[src/verilog/bridge_pkg.sv]
package bridge_pkg;

	localparam int DATA_LEN     = 8;
	localparam int ADDR_LEN     = 12;
	localparam int SLAVE_LEN    = 2;
	localparam int BURST_LEN    = 12;
	localparam int CLKS_PER_BIT = 8;    // kept small for simulation
	localparam int ACK_TIMEOUT  = 400;  // cycles to wait for the host ack
	localparam int MAX_TRIES    = 5;

	localparam logic [DATA_LEN-1:0] ACK_BYTE = 8'hCC;

	// counter widths and their terminal values
	localparam int BIT_CNT_LEN = $clog2(CLKS_PER_BIT);
	localparam int TIMEOUT_LEN = $clog2(ACK_TIMEOUT);
	localparam int TRY_LEN     = $clog2(MAX_TRIES + 1);
	localparam logic [BIT_CNT_LEN-1:0] BIT_LAST     = BIT_CNT_LEN'(CLKS_PER_BIT - 1);
	localparam logic [BIT_CNT_LEN-1:0] BIT_HALF     = BIT_CNT_LEN'(CLKS_PER_BIT / 2 - 1);
	localparam logic [TIMEOUT_LEN-1:0] TIMEOUT_LAST = TIMEOUT_LEN'(ACK_TIMEOUT - 1);
	localparam logic [TRY_LEN-1:0]     TRY_MAX      = TRY_LEN'(MAX_TRIES);

	typedef enum logic [1:0] {BUS_IDLE = 2'b00, BUS_READ = 2'b01, BUS_WRITE = 2'b10} bus_op_t;

	typedef enum logic [1:0] {RX_IDLE, RX_START, RX_DATA, RX_STOP} rx_state_t;
	typedef enum logic [1:0] {TX_IDLE, TX_START, TX_DATA, TX_STOP} tx_state_t;
	typedef enum logic {WR_IDLE, WR_BUSY} wr_state_t;
	typedef enum logic [2:0] {
		LINK_IDLE,
		LINK_ACK_OUT,
		LINK_DATA_OUT,
		LINK_ACK_WAIT,
		LINK_HOLD
	} link_state_t;

	typedef struct packed {
		logic                valid;   // one-cycle strobe
		logic                is_ack;
		logic [DATA_LEN-1:0] data;
	} rx_byte_t;

	typedef struct packed {
		logic                start;
		logic [DATA_LEN-1:0] data;
	} tx_req_t;

	typedef struct packed {
		bus_op_t              op;
		logic [SLAVE_LEN-1:0] slave_sel;
		logic [ADDR_LEN-1:0]  addr;
		logic [DATA_LEN-1:0]  data;
		logic [BURST_LEN-1:0] burst;
	} bus_req_t;

endpackage

[src/verilog/bus_write_master.sv]
`timescale 1ns/100ps

module bus_write_master (
	input  logic                 clk,
	input  logic                 reset,
	input  bridge_pkg::rx_byte_t rx_byte,
	input  logic                 bus_done,
	output bridge_pkg::bus_req_t bus_req
);

	bridge_pkg::wr_state_t             state;
	logic [bridge_pkg::ADDR_LEN-1:0]   addr;

	always_ff @(posedge clk or posedge reset)
	begin
		if (reset)
		begin
			state   <= bridge_pkg::WR_IDLE;
			addr    <= '0;
			bus_req <= '{op: bridge_pkg::BUS_IDLE, default: '0};
		end
		else
		begin
			case (state)
				bridge_pkg::WR_IDLE:
					if (rx_byte.valid && !rx_byte.is_ack)
					begin
						bus_req.op        <= bridge_pkg::BUS_WRITE;
						bus_req.slave_sel <= {{(bridge_pkg::SLAVE_LEN-1){1'b0}}, 1'b1};
						bus_req.addr      <= addr;
						bus_req.data      <= rx_byte.data;
						bus_req.burst     <= '0;  // single beat
						state             <= bridge_pkg::WR_BUSY;
					end
				bridge_pkg::WR_BUSY:
					if (bus_done)  // bytes arriving before this are lost
					begin
						bus_req.op <= bridge_pkg::BUS_IDLE;
						addr       <= addr + 1'b1;  // wraps at 4096
						state      <= bridge_pkg::WR_IDLE;
					end
				default: state <= bridge_pkg::WR_IDLE;
			endcase
		end
	end

	a_req_stable: assert property (@(posedge clk) disable iff (reset)
		(state == bridge_pkg::WR_BUSY && !bus_done) |=> $stable(bus_req))
		else $error("bus request changed before bus_done");

endmodule

[src/verilog/uart_bridge_top.sv]
`timescale 1ns/100ps

module uart_bridge_top (
	input  logic                            clk,
	input  logic                            reset,
	input  logic                            rx,
	output logic                            tx,
	input  logic                            bus_done,
	output bridge_pkg::bus_req_t            bus_req,
	input  logic [bridge_pkg::DATA_LEN-1:0] slave_data,
	input  logic                            slave_write_en
);

	bridge_pkg::rx_byte_t rx_byte;  // shared by bus engine and link
	bridge_pkg::tx_req_t  tx_req;
	logic                 tx_busy;
	logic                 tx_done;

	uart_rx u_rx (
		.clk     (clk),
		.reset   (reset),
		.rx      (rx),
		.rx_byte (rx_byte)
	);

	bus_write_master u_bus_write (
		.clk      (clk),
		.reset    (reset),
		.rx_byte  (rx_byte),
		.bus_done (bus_done),
		.bus_req  (bus_req)
	);

	uart_link_ctrl u_link (
		.clk            (clk),
		.reset          (reset),
		.rx_byte        (rx_byte),
		.slave_data     (slave_data),
		.slave_write_en (slave_write_en),
		.tx_busy        (tx_busy),
		.tx_done        (tx_done),
		.tx_req         (tx_req)
	);

	uart_tx u_tx (
		.clk     (clk),
		.reset   (reset),
		.tx_req  (tx_req),
		.tx      (tx),
		.tx_busy (tx_busy),
		.tx_done (tx_done)
	);

endmodule

[src/verilog/uart_link_ctrl.sv]
`timescale 1ns/100ps

module uart_link_ctrl (
	input  logic                            clk,
	input  logic                            reset,
	input  bridge_pkg::rx_byte_t            rx_byte,
	input  logic [bridge_pkg::DATA_LEN-1:0] slave_data,
	input  logic                            slave_write_en,
	input  logic                            tx_busy,
	input  logic                            tx_done,
	output bridge_pkg::tx_req_t             tx_req
);

	bridge_pkg::link_state_t              state;
	logic [bridge_pkg::TRY_LEN-1:0]       tries;  // transmissions of the current slave byte
	logic [bridge_pkg::TIMEOUT_LEN-1:0]   timer;
	logic                                 host_data, ack_seen, nack_seen, timed_out;

	assign host_data = rx_byte.valid && !rx_byte.is_ack;
	assign ack_seen  = rx_byte.valid && rx_byte.is_ack;
	assign nack_seen = host_data;
	assign timed_out = !rx_byte.valid && (timer == bridge_pkg::TIMEOUT_LAST);

	always_ff @(posedge clk or posedge reset)
	begin
		if (reset)
		begin
			state  <= bridge_pkg::LINK_IDLE;
			tries  <= '0;
			timer  <= '0;
			tx_req <= '0;
		end
		else
		begin
			tx_req.start <= 1'b0;
			case (state)
				bridge_pkg::LINK_IDLE:
					if (host_data && !tx_busy)
					begin
						// host bytes are answered first
						tx_req.start <= 1'b1;
						tx_req.data  <= bridge_pkg::ACK_BYTE;
						state        <= bridge_pkg::LINK_ACK_OUT;
					end
					else if (slave_write_en && !tx_busy)
					begin
						tx_req.start <= 1'b1;
						tx_req.data  <= slave_data;  // kept here for retries
						tries        <= {{(bridge_pkg::TRY_LEN-1){1'b0}}, 1'b1};
						state        <= bridge_pkg::LINK_DATA_OUT;
					end
				bridge_pkg::LINK_ACK_OUT:
					if (tx_done)
						state <= bridge_pkg::LINK_IDLE;
				bridge_pkg::LINK_DATA_OUT:
					if (tx_done)
					begin
						timer <= '0;
						state <= bridge_pkg::LINK_ACK_WAIT;
					end
				bridge_pkg::LINK_ACK_WAIT:
				begin
					timer <= timer + 1'b1;
					if (ack_seen)
					begin
						tries <= '0;
						state <= slave_write_en ? bridge_pkg::LINK_HOLD : bridge_pkg::LINK_IDLE;
					end
					else if (nack_seen || timed_out)
					begin
						if (tries == bridge_pkg::TRY_MAX)
						begin
							// give up on this byte
							tries <= '0;
							state <= slave_write_en ? bridge_pkg::LINK_HOLD
							                        : bridge_pkg::LINK_IDLE;
						end
						else
						begin
							tx_req.start <= 1'b1;  // resend same data
							tries        <= tries + 1'b1;
							state        <= bridge_pkg::LINK_DATA_OUT;
						end
					end
				end
				bridge_pkg::LINK_HOLD:
					if (!slave_write_en)  // wait for the slave to drop its request
						state <= bridge_pkg::LINK_IDLE;
				default: state <= bridge_pkg::LINK_IDLE;
			endcase
		end
	end

	a_tries_bound: assert property (@(posedge clk) disable iff (reset)
		tries <= bridge_pkg::TRY_MAX)
		else $error("try count above MAX_TRIES");

endmodule

[src/verilog/uart_rx.sv]
`timescale 1ns/100ps

module uart_rx (
	input  logic                clk,
	input  logic                reset,
	input  logic                rx,
	output bridge_pkg::rx_byte_t rx_byte
);

	bridge_pkg::rx_state_t                   state;
	logic                                    rx_meta, rx_sync;
	logic [bridge_pkg::BIT_CNT_LEN-1:0]      cnt;
	logic [2:0]                              bit_idx;
	logic [bridge_pkg::DATA_LEN-1:0]         shift;

	// two-flop synchronizer that idles high like the line
	always_ff @(posedge clk or posedge reset)
	begin
		if (reset)
		begin
			rx_meta <= 1'b1;
			rx_sync <= 1'b1;
		end
		else
		begin
			rx_meta <= rx;
			rx_sync <= rx_meta;
		end
	end

	always_ff @(posedge clk or posedge reset)
	begin
		if (reset)
		begin
			state   <= bridge_pkg::RX_IDLE;
			cnt     <= '0;
			bit_idx <= '0;
			rx_byte <= '0;
		end
		else
		begin
			rx_byte.valid <= 1'b0;
			case (state)
				bridge_pkg::RX_IDLE:
				begin
					cnt <= '0;
					if (!rx_sync)
						state <= bridge_pkg::RX_START;
				end
				bridge_pkg::RX_START:
				begin
					cnt <= cnt + 1'b1;
					if (cnt == bridge_pkg::BIT_HALF)
					begin
						cnt     <= '0;
						bit_idx <= '0;
						// a glitch shorter than half a bit is ignored
						state   <= rx_sync ? bridge_pkg::RX_IDLE : bridge_pkg::RX_DATA;
					end
				end
				bridge_pkg::RX_DATA:
				begin
					cnt <= cnt + 1'b1;
					if (cnt == bridge_pkg::BIT_LAST)
					begin
						cnt     <= '0;
						shift   <= {rx_sync, shift[bridge_pkg::DATA_LEN-1:1]};  // lsb first
						bit_idx <= bit_idx + 1'b1;
						if (bit_idx == 3'd7)
							state <= bridge_pkg::RX_STOP;
					end
				end
				bridge_pkg::RX_STOP:
				begin
					cnt <= cnt + 1'b1;
					if (cnt == bridge_pkg::BIT_LAST)
					begin
						state <= bridge_pkg::RX_IDLE;
						if (rx_sync)  // framing error drops the byte
						begin
							rx_byte.valid  <= 1'b1;
							rx_byte.is_ack <= (shift == bridge_pkg::ACK_BYTE);
							rx_byte.data   <= shift;
						end
					end
				end
				default: state <= bridge_pkg::RX_IDLE;
			endcase
		end
	end

	a_valid_pulse: assert property (@(posedge clk) disable iff (reset)
		rx_byte.valid |=> !rx_byte.valid)
		else $error("rx_byte.valid held for two cycles");

endmodule

[src/verilog/uart_tx.sv]
`timescale 1ns/100ps

module uart_tx (
	input  logic                clk,
	input  logic                reset,
	input  bridge_pkg::tx_req_t tx_req,
	output logic                tx,
	output logic                tx_busy,
	output logic                tx_done
);

	bridge_pkg::tx_state_t               state;
	logic [bridge_pkg::BIT_CNT_LEN-1:0]  cnt;
	logic [2:0]                          bit_idx;
	logic [bridge_pkg::DATA_LEN-1:0]     shift;

	always_ff @(posedge clk or posedge reset)
	begin
		if (reset)
		begin
			state   <= bridge_pkg::TX_IDLE;
			cnt     <= '0;
			bit_idx <= '0;
			tx      <= 1'b1;
			tx_busy <= 1'b0;
			tx_done <= 1'b0;
		end
		else
		begin
			tx_done <= 1'b0;
			if (state != bridge_pkg::TX_IDLE)
				cnt <= cnt + 1'b1;
			case (state)
				bridge_pkg::TX_IDLE:
				begin
					cnt <= '0;
					if (tx_req.start)
					begin
						shift   <= tx_req.data;
						tx      <= 1'b0;  // start bit
						tx_busy <= 1'b1;
						state   <= bridge_pkg::TX_START;
					end
				end
				bridge_pkg::TX_START:
					if (cnt == bridge_pkg::BIT_LAST)
					begin
						tx      <= shift[0];
						bit_idx <= '0;
						state   <= bridge_pkg::TX_DATA;
					end
				bridge_pkg::TX_DATA:
					if (cnt == bridge_pkg::BIT_LAST)
					begin
						if (bit_idx == 3'd7)
						begin
							tx    <= 1'b1;  // stop bit
							state <= bridge_pkg::TX_STOP;
						end
						else
						begin
							tx      <= shift[bit_idx + 1'b1];
							bit_idx <= bit_idx + 1'b1;
						end
					end
				bridge_pkg::TX_STOP:
					if (cnt == bridge_pkg::BIT_LAST)
					begin
						tx_done <= 1'b1;
						tx_busy <= 1'b0;
						state   <= bridge_pkg::TX_IDLE;
					end
				default: state <= bridge_pkg::TX_IDLE;
			endcase
		end
	end

	// the link controller must wait for tx_done before the next start
	a_no_start_busy: assert property (@(posedge clk) disable iff (reset)
		tx_req.start |-> !tx_busy)
		else $error("transmit start while busy");

endmodule
[config.mk]
export PLATFORM = sky130hd
export DESIGN_NAME = uart_bridge_top
export DESIGN_NICKNAME = d
export VERILOG_FILES = /design/src/verilog/bridge_pkg.sv /design/src/verilog/bus_write_master.sv /design/src/verilog/uart_bridge_top.sv /design/src/verilog/uart_link_ctrl.sv /design/src/verilog/uart_rx.sv /design/src/verilog/uart_tx.sv
export SDC_FILE = /design/constraint.sdc
export NUM_CORES = 1
export LEC_CHECK = 0
export BUFFER_PORTS_ARGS = -buffer_cell sky130_fd_sc_hd__buf_4
export CAP_MARGIN = 30
export CORE_MARGIN = 8
export CORE_UTILIZATION = 60
export DETAILED_ROUTE_END_ITERATION = 8
export GPL_TIMING_DRIVEN = 0
export MAX_ROUTING_LAYER = met4
export PLACE_DENSITY = 0.78
export SKIP_CTS_REPAIR_TIMING = 1
export SYNTH_ARGS = -nofsm -noshare
export SYNTH_HDL_FRONTEND = slang
export SYNTH_SLANG_ARGS = --single-unit
[constraint.sdc]
create_clock -name clk -period 7.8 [get_ports clk]
set_input_delay 1.17 -clock clk [delete_from_list [all_inputs] [get_ports clk]]
set_output_delay 1.17 -clock clk [all_outputs]
set_load 0.01 [all_outputs]
# Word level (Yosys, flattened, before mapping)
# Cells that the tools add are included.
# word_totals
latchBits,0
ff_bits,107
n_memories,0
ram_bits,0
out_inout_bits,37
mem_bits_ro,0
# classes
n_reduce_logical,37
n_eq_ne,38
n_div,0
shifts,0
order_cmp,1
bitwise_logic,2
mul,0
mux,70
addsub,7
# ops
cell,count
3-bit 2-to-1 mux,23
36-bit 2-to-1 mux,1
10-bit 2-to-1 mux,3
9-bit 2-to-1 mux,3
2-bit 2-to-1 mux,12
"2-bit by 1-bit inequality test with 1-bit output, second input constant",12
"3-bit == test, second input constant",6
3-bit one-hot mux with 2 select lines,3
9-bit one-hot mux with 2 select lines,1
2-bit one-hot mux with 4 select lines,2
2-bit nonzero test,8
"3-bit by 1-bit adder with 3-bit output, second input constant",5
3-bit one-hot mux with 5 select lines,1
3-bit AND reduction,5
5-bit AND reduction,3
1-bit 2-to-1 mux,14
"12-bit by 1-bit adder with 12-bit output, second input constant",1
"2-bit inequality test, second input constant",6
3-bit one-hot mux with 4 select lines,1
4-bit AND reduction,3
2-bit AND reduction,5
"9-bit by 1-bit adder with 9-bit output, second input constant",1
"3-bit by 2-bit == test with 1-bit output, second input constant",3
"9-bit == test, second input constant",1
other kinds (17),32

# Logic depth before layout (Yosys ltp)
# depth
depth_word,6
depth_mapped,7
ltp_nobuf,6

# Hierarchy
# Synthesis repeated with hierarchy kept, for this count alone.
# hier_totals
cells_unflattened,386
area_unflattened_um2,4984.8
# by_module_without_submodules
module,seq_area_each_um2,n_inst,area_per_inst_um2,cells_each
bus_write_master,875.8,1,1589.0,112
uart_link_ctrl,600.6,1,1252.5,122
uart_rx,743.2,1,1212.4,84
uart_tx,516.7,1,930.9,68

# Least setup slack after synthesis
# Ideal clock, no wire load.
# synth_path
kind,input to register
from,in reset
to,reg u_tx.shift[0] (netlist name) (enable)
n_path_buf,0
arrival_ns,3.606
cell_stages,2
path_slack_ns,3.860
t_required_ns,7.466
setup_time_ns,0.334
path_cell_list,inv_1 and3_1
# synth_via
elab_chain_len,2
# synth_rtl
item,line,text
"start, declared",uart_bridge_top.sv:5,"input logic reset,"
1-bit NOT (no line),-,
3-bit AND reduction (no line),-,
"end signal, assigned",uart_tx.sv:39,shift <= tx_req.data;
"end, declared",uart_tx.sv:15,logic [bridge_pkg::DATA_LEN-1:0] shift;
# No other way between the ends.
# A chain may end at the register's enable or synchronous reset.

# Final worst setup path
# layout_path
from,in reset
to,reg u_rx.shift[0] (netlist name) (enable)
# layout_via
elab_chain_len,2
# layout_rtl
item,line,text
1-bit NOT (no line),-,
3-bit AND reduction (no line),-,
"end signal, assigned",uart_rx.sv:67,"shift <= {rx_sync, shift[bridge_pkg::DATA_LEN-1:1]};"
"end, declared",uart_rx.sv:14,logic [bridge_pkg::DATA_LEN-1:0] shift;
# No other way between the ends.

==> impl_metrics.csv <==
group,metric,value,unit
outcome,status,"completed",
layout,nets,485,
floorplan,start_util,62.1,%
floorplan,std_cell_rows,32,
layout,seq_area,0.00274,mm²
global_routing,use_met2,27.9,%
floorplan,die_h,106,µm
floorplan,die_x,106,µm
global_routing,grt_max_degree,59,
layout,drive_above_1_share,24.2,%
pwr,power_leakage,2.65,nW
layout,area_delta_synth_final,13.8,%
pwr,p_per_area,189,mW/mm²
place,io_buffers,34,
timing,finalClockSkew,0.0116,ns
layout,nFillCells,601,
global_routing,grt_pass1_wl,14.9,mm
logic_synthesis,synth_top_area_share,45.1,%
logic_synthesis,ys_top_cells_by_count,"dfrtp_1, nand2_1, mux2_2",
route,drc,0,
logic_synthesis,seq_area_frac_synth,56.7,%
global_routing,met1_usage,19.2,%
timing,fin_tns_setup,0,ns
global_routing,gr-total-overflow,0,
logic_synthesis,yosys.area.top_type,"dfrtp_1",
logic_synthesis,ys_async_sr_fraction,84.9,%
route,first_pass_iters,4,
pwr,p_clk_share,32.8,%
route,initialDrtViolationCount,103,
timing,min_period,2.38,ns
clock_tree,clk_pin_slew,0.11,ns
clock_tree,cts-htree-levels,3,
logic_synthesis,synth_edf_count,16,
hold_path,hold_path.class,"register to register",
place,dp_cells,541,
worst_setup_path,worstPathArrival,2.43,ns
timing,finalCritPeriodShare,30.5,%
worst_setup_path,cpPeakStageDelay,0.44,ns
floorplan,dieArea,0.0112,mm²
layout,multiInputGateArea,0.00192,mm²
logic_synthesis,syn_inst,391,
pwr,seqPwrFrac,56.6,%
logic_synthesis,syn_avg_cell_area,12.3,µm²
worst_setup_path,crit_fanout,58,
floorplan,ios,50,
global_routing,grt_util_met3,4.99,%
floorplan,coreArea,0.00777,mm²
pwr,ir_drop,0.000132,V
clock_tree,root_buffer,"clkbuf_8",
place,hpwl,6.29,mm
timing,finalSetupViolations,0,
logic_synthesis,ys_warn_count,0,
flow_run,cap_violations,0,
layout,num_antenna_cells,0,
logic_synthesis,synth.area.top_cells,"dfrtp_1, edfxtp_1, ha_1",
route,wire_per_inst,15.4,µm
worst_setup_path,start_kind,"input port",
worst_setup_path,worst_setup_path_end_kind,"register",
pwr,p_int,0.753,mW
pwr,p_comb_share,10.7,%
worst_setup_path,cp_cell_sequence,"buf_4, inv_4, buf_16, and3_1",
logic_synthesis,synth_cell_types,56,
clock_tree,cts_tree,"done",
logic_synthesis,yosysMostFrequentCell,"dfrtp_1",
pwr,p_switching,0.283,mW
clock_tree,clock-sinks,106,
logic_synthesis,syn-cell-area,0.00482,mm²
route,drt-total-wl,8.60,mm
timing,relSlewSlack,62.5,%
global_routing,antenna_found_initial,0,
timing,rsz0062_at_grt,"false",
timing,drv_slew,0,
timing,hold_viol,0,
layout,final_cell_area,0.00549,mm²
pwr,p_total,1.04,mW
clock_tree,cts_buffer_depth,2,
route,via_per_inst,5.46,
logic_synthesis,ys.flop_type,"dfrtp_1",
layout,fin_cells,557,
timing,fmax,0.420,GHz
clock_tree,clk_latency,0.38,ns
worst_setup_path,slowest_stage,"and3_1",
global_routing,grt_usage,16.7,%
global_routing,grt_pass1_vias,3184,
global_routing,top_usage_layer,"met2",
clock_tree,cts_buffers,9,
place,placed_area,0.00529,mm²
route,dr_total_vias,3044,
worst_setup_path,criticalPathCategory,"input port to register",
worst_setup_path,crit_required,7.85,ns
pwr,p_sw_share,27.4,%
logic_synthesis,ys_ff_latch,106,
timing,tightest_slew,0.563,ns
place,gp_congestion,0.831,
route,ant_nets,0,
-- layout by cell type, fill, tap and decap left out, drive strengths merged, types with 16 or more instances in the layout --
cell type / count
dfrtp: 87
buf: 56
inv: 20
ha: 22
mux2: 36
nand2: 35
nor2: 16
edfxtp: 16
nand3: 19
-- kinds of logic (layout without fill, tap and decap cells) --
logic type,Yosys count,in the layout,share of synthesized area (%)
AO/OA/AOI/OAI,52,52,7.70
adder cells (fa/ha/maj),23,23,5.91
other,1,14,0.0777
buffers and inverters,39,90,4.57
flip-flops,106,106,56.7
XOR/XNOR,11,11,2.00
multiplexers,46,46,10.8
AND/OR/NAND/NOR,113,113,12.2
-- power groups by stage --
| stage | logic, mW | clock network [mW] | registers [mW] |
|---|---|---|---|
| CTS | 0.111 | 0.347 | 0.586 |
| global route | 0.127 | 0.371 | 0.587 |
| floorplan | 0.0825 | 0 | 0.593 |
| detailed placement | 0.110 | 0 | 0.596 |
| global placement | 0.101 | 0 | 0.595 |
| finish | 0.110 | 0.340 | 0.586 |
-- stage by stage --
stage | hold WS (ns) | worst slack [ns] | utilization (%)
floorplan | 0.345 | 3.86 | -
global route | 0.375 | 5.27 | 70.7
CTS | 0.370 | 5.38 | 70.7
finish | 0.368 | 5.42 | 70.7
detailed placement | 0.353 | 4.98 | 68.0
global placement | 0.346 | 2.96 | 67.7
-- layout make-up --
class | count | share of cell area, %
Sequential cell | 106 | 49.9
Buffer | 23 | 2.92
Clock buffer | 10 | 2.51
Inverter | 16 | 1.14
Timing Repair Buffer | 35 | 5.15
Tap cell | 102 | 2.33
Clock inverter | 6 | 1.19
Multi-Input combinational cell | 259 | 34.9
-- layer usage --
metal | vias to the layer above | wire (µm)
met5 | - | 0
met4 | 0 | 96
met3 | 11 | 273
met2 | 41 | 4470
met1 | 1512 | 3760
li1 | 1480 | -
-- sequential cells by signal (all words and copies together), names as in the netlist, 8 cells and up --
name and flops:
u_tx.shift 8, u_link.timer 9, u_bus_write.bus_req 22, u_bus_write.addr 12, u_link.tx_req 9, u_rx.shift 8
u_rx.rx_byte 10
-- worst paths after layout --
kind                                        startpoint                     endpoint  slack, ns  cells past startpoint
min in group asynchronous                        reset  u_rx.rx_byte[2]$_DFFE_PP0P_       0.80                      2
worst max register to register   u_rx.cnt[0]$_DFF_PP0_  u_rx.rx_byte[4]$_DFFE_PP0P_       5.81                      5
max in group asynchronous                        reset       u_rx.rx_sync$_DFF_PP1_       6.32                      3
worst min-delay path            u_rx.rx_meta$_DFF_PP1_       u_rx.rx_sync$_DFF_PP1_       0.37                      0
worst min register to register  u_rx.rx_meta$_DFF_PP1_       u_rx.rx_sync$_DFF_PP1_       0.37                      0
worst max-delay path                             reset      u_rx.shift[0]$_DFFE_PP_       5.42                      4
-- worst max-delay path, delay by kind of cell --
family        cells  cell delay, ns
simple gates      1            0.44
buf+inv           3            0.78
No activity file was read; power rests on OpenSTA's default activity.
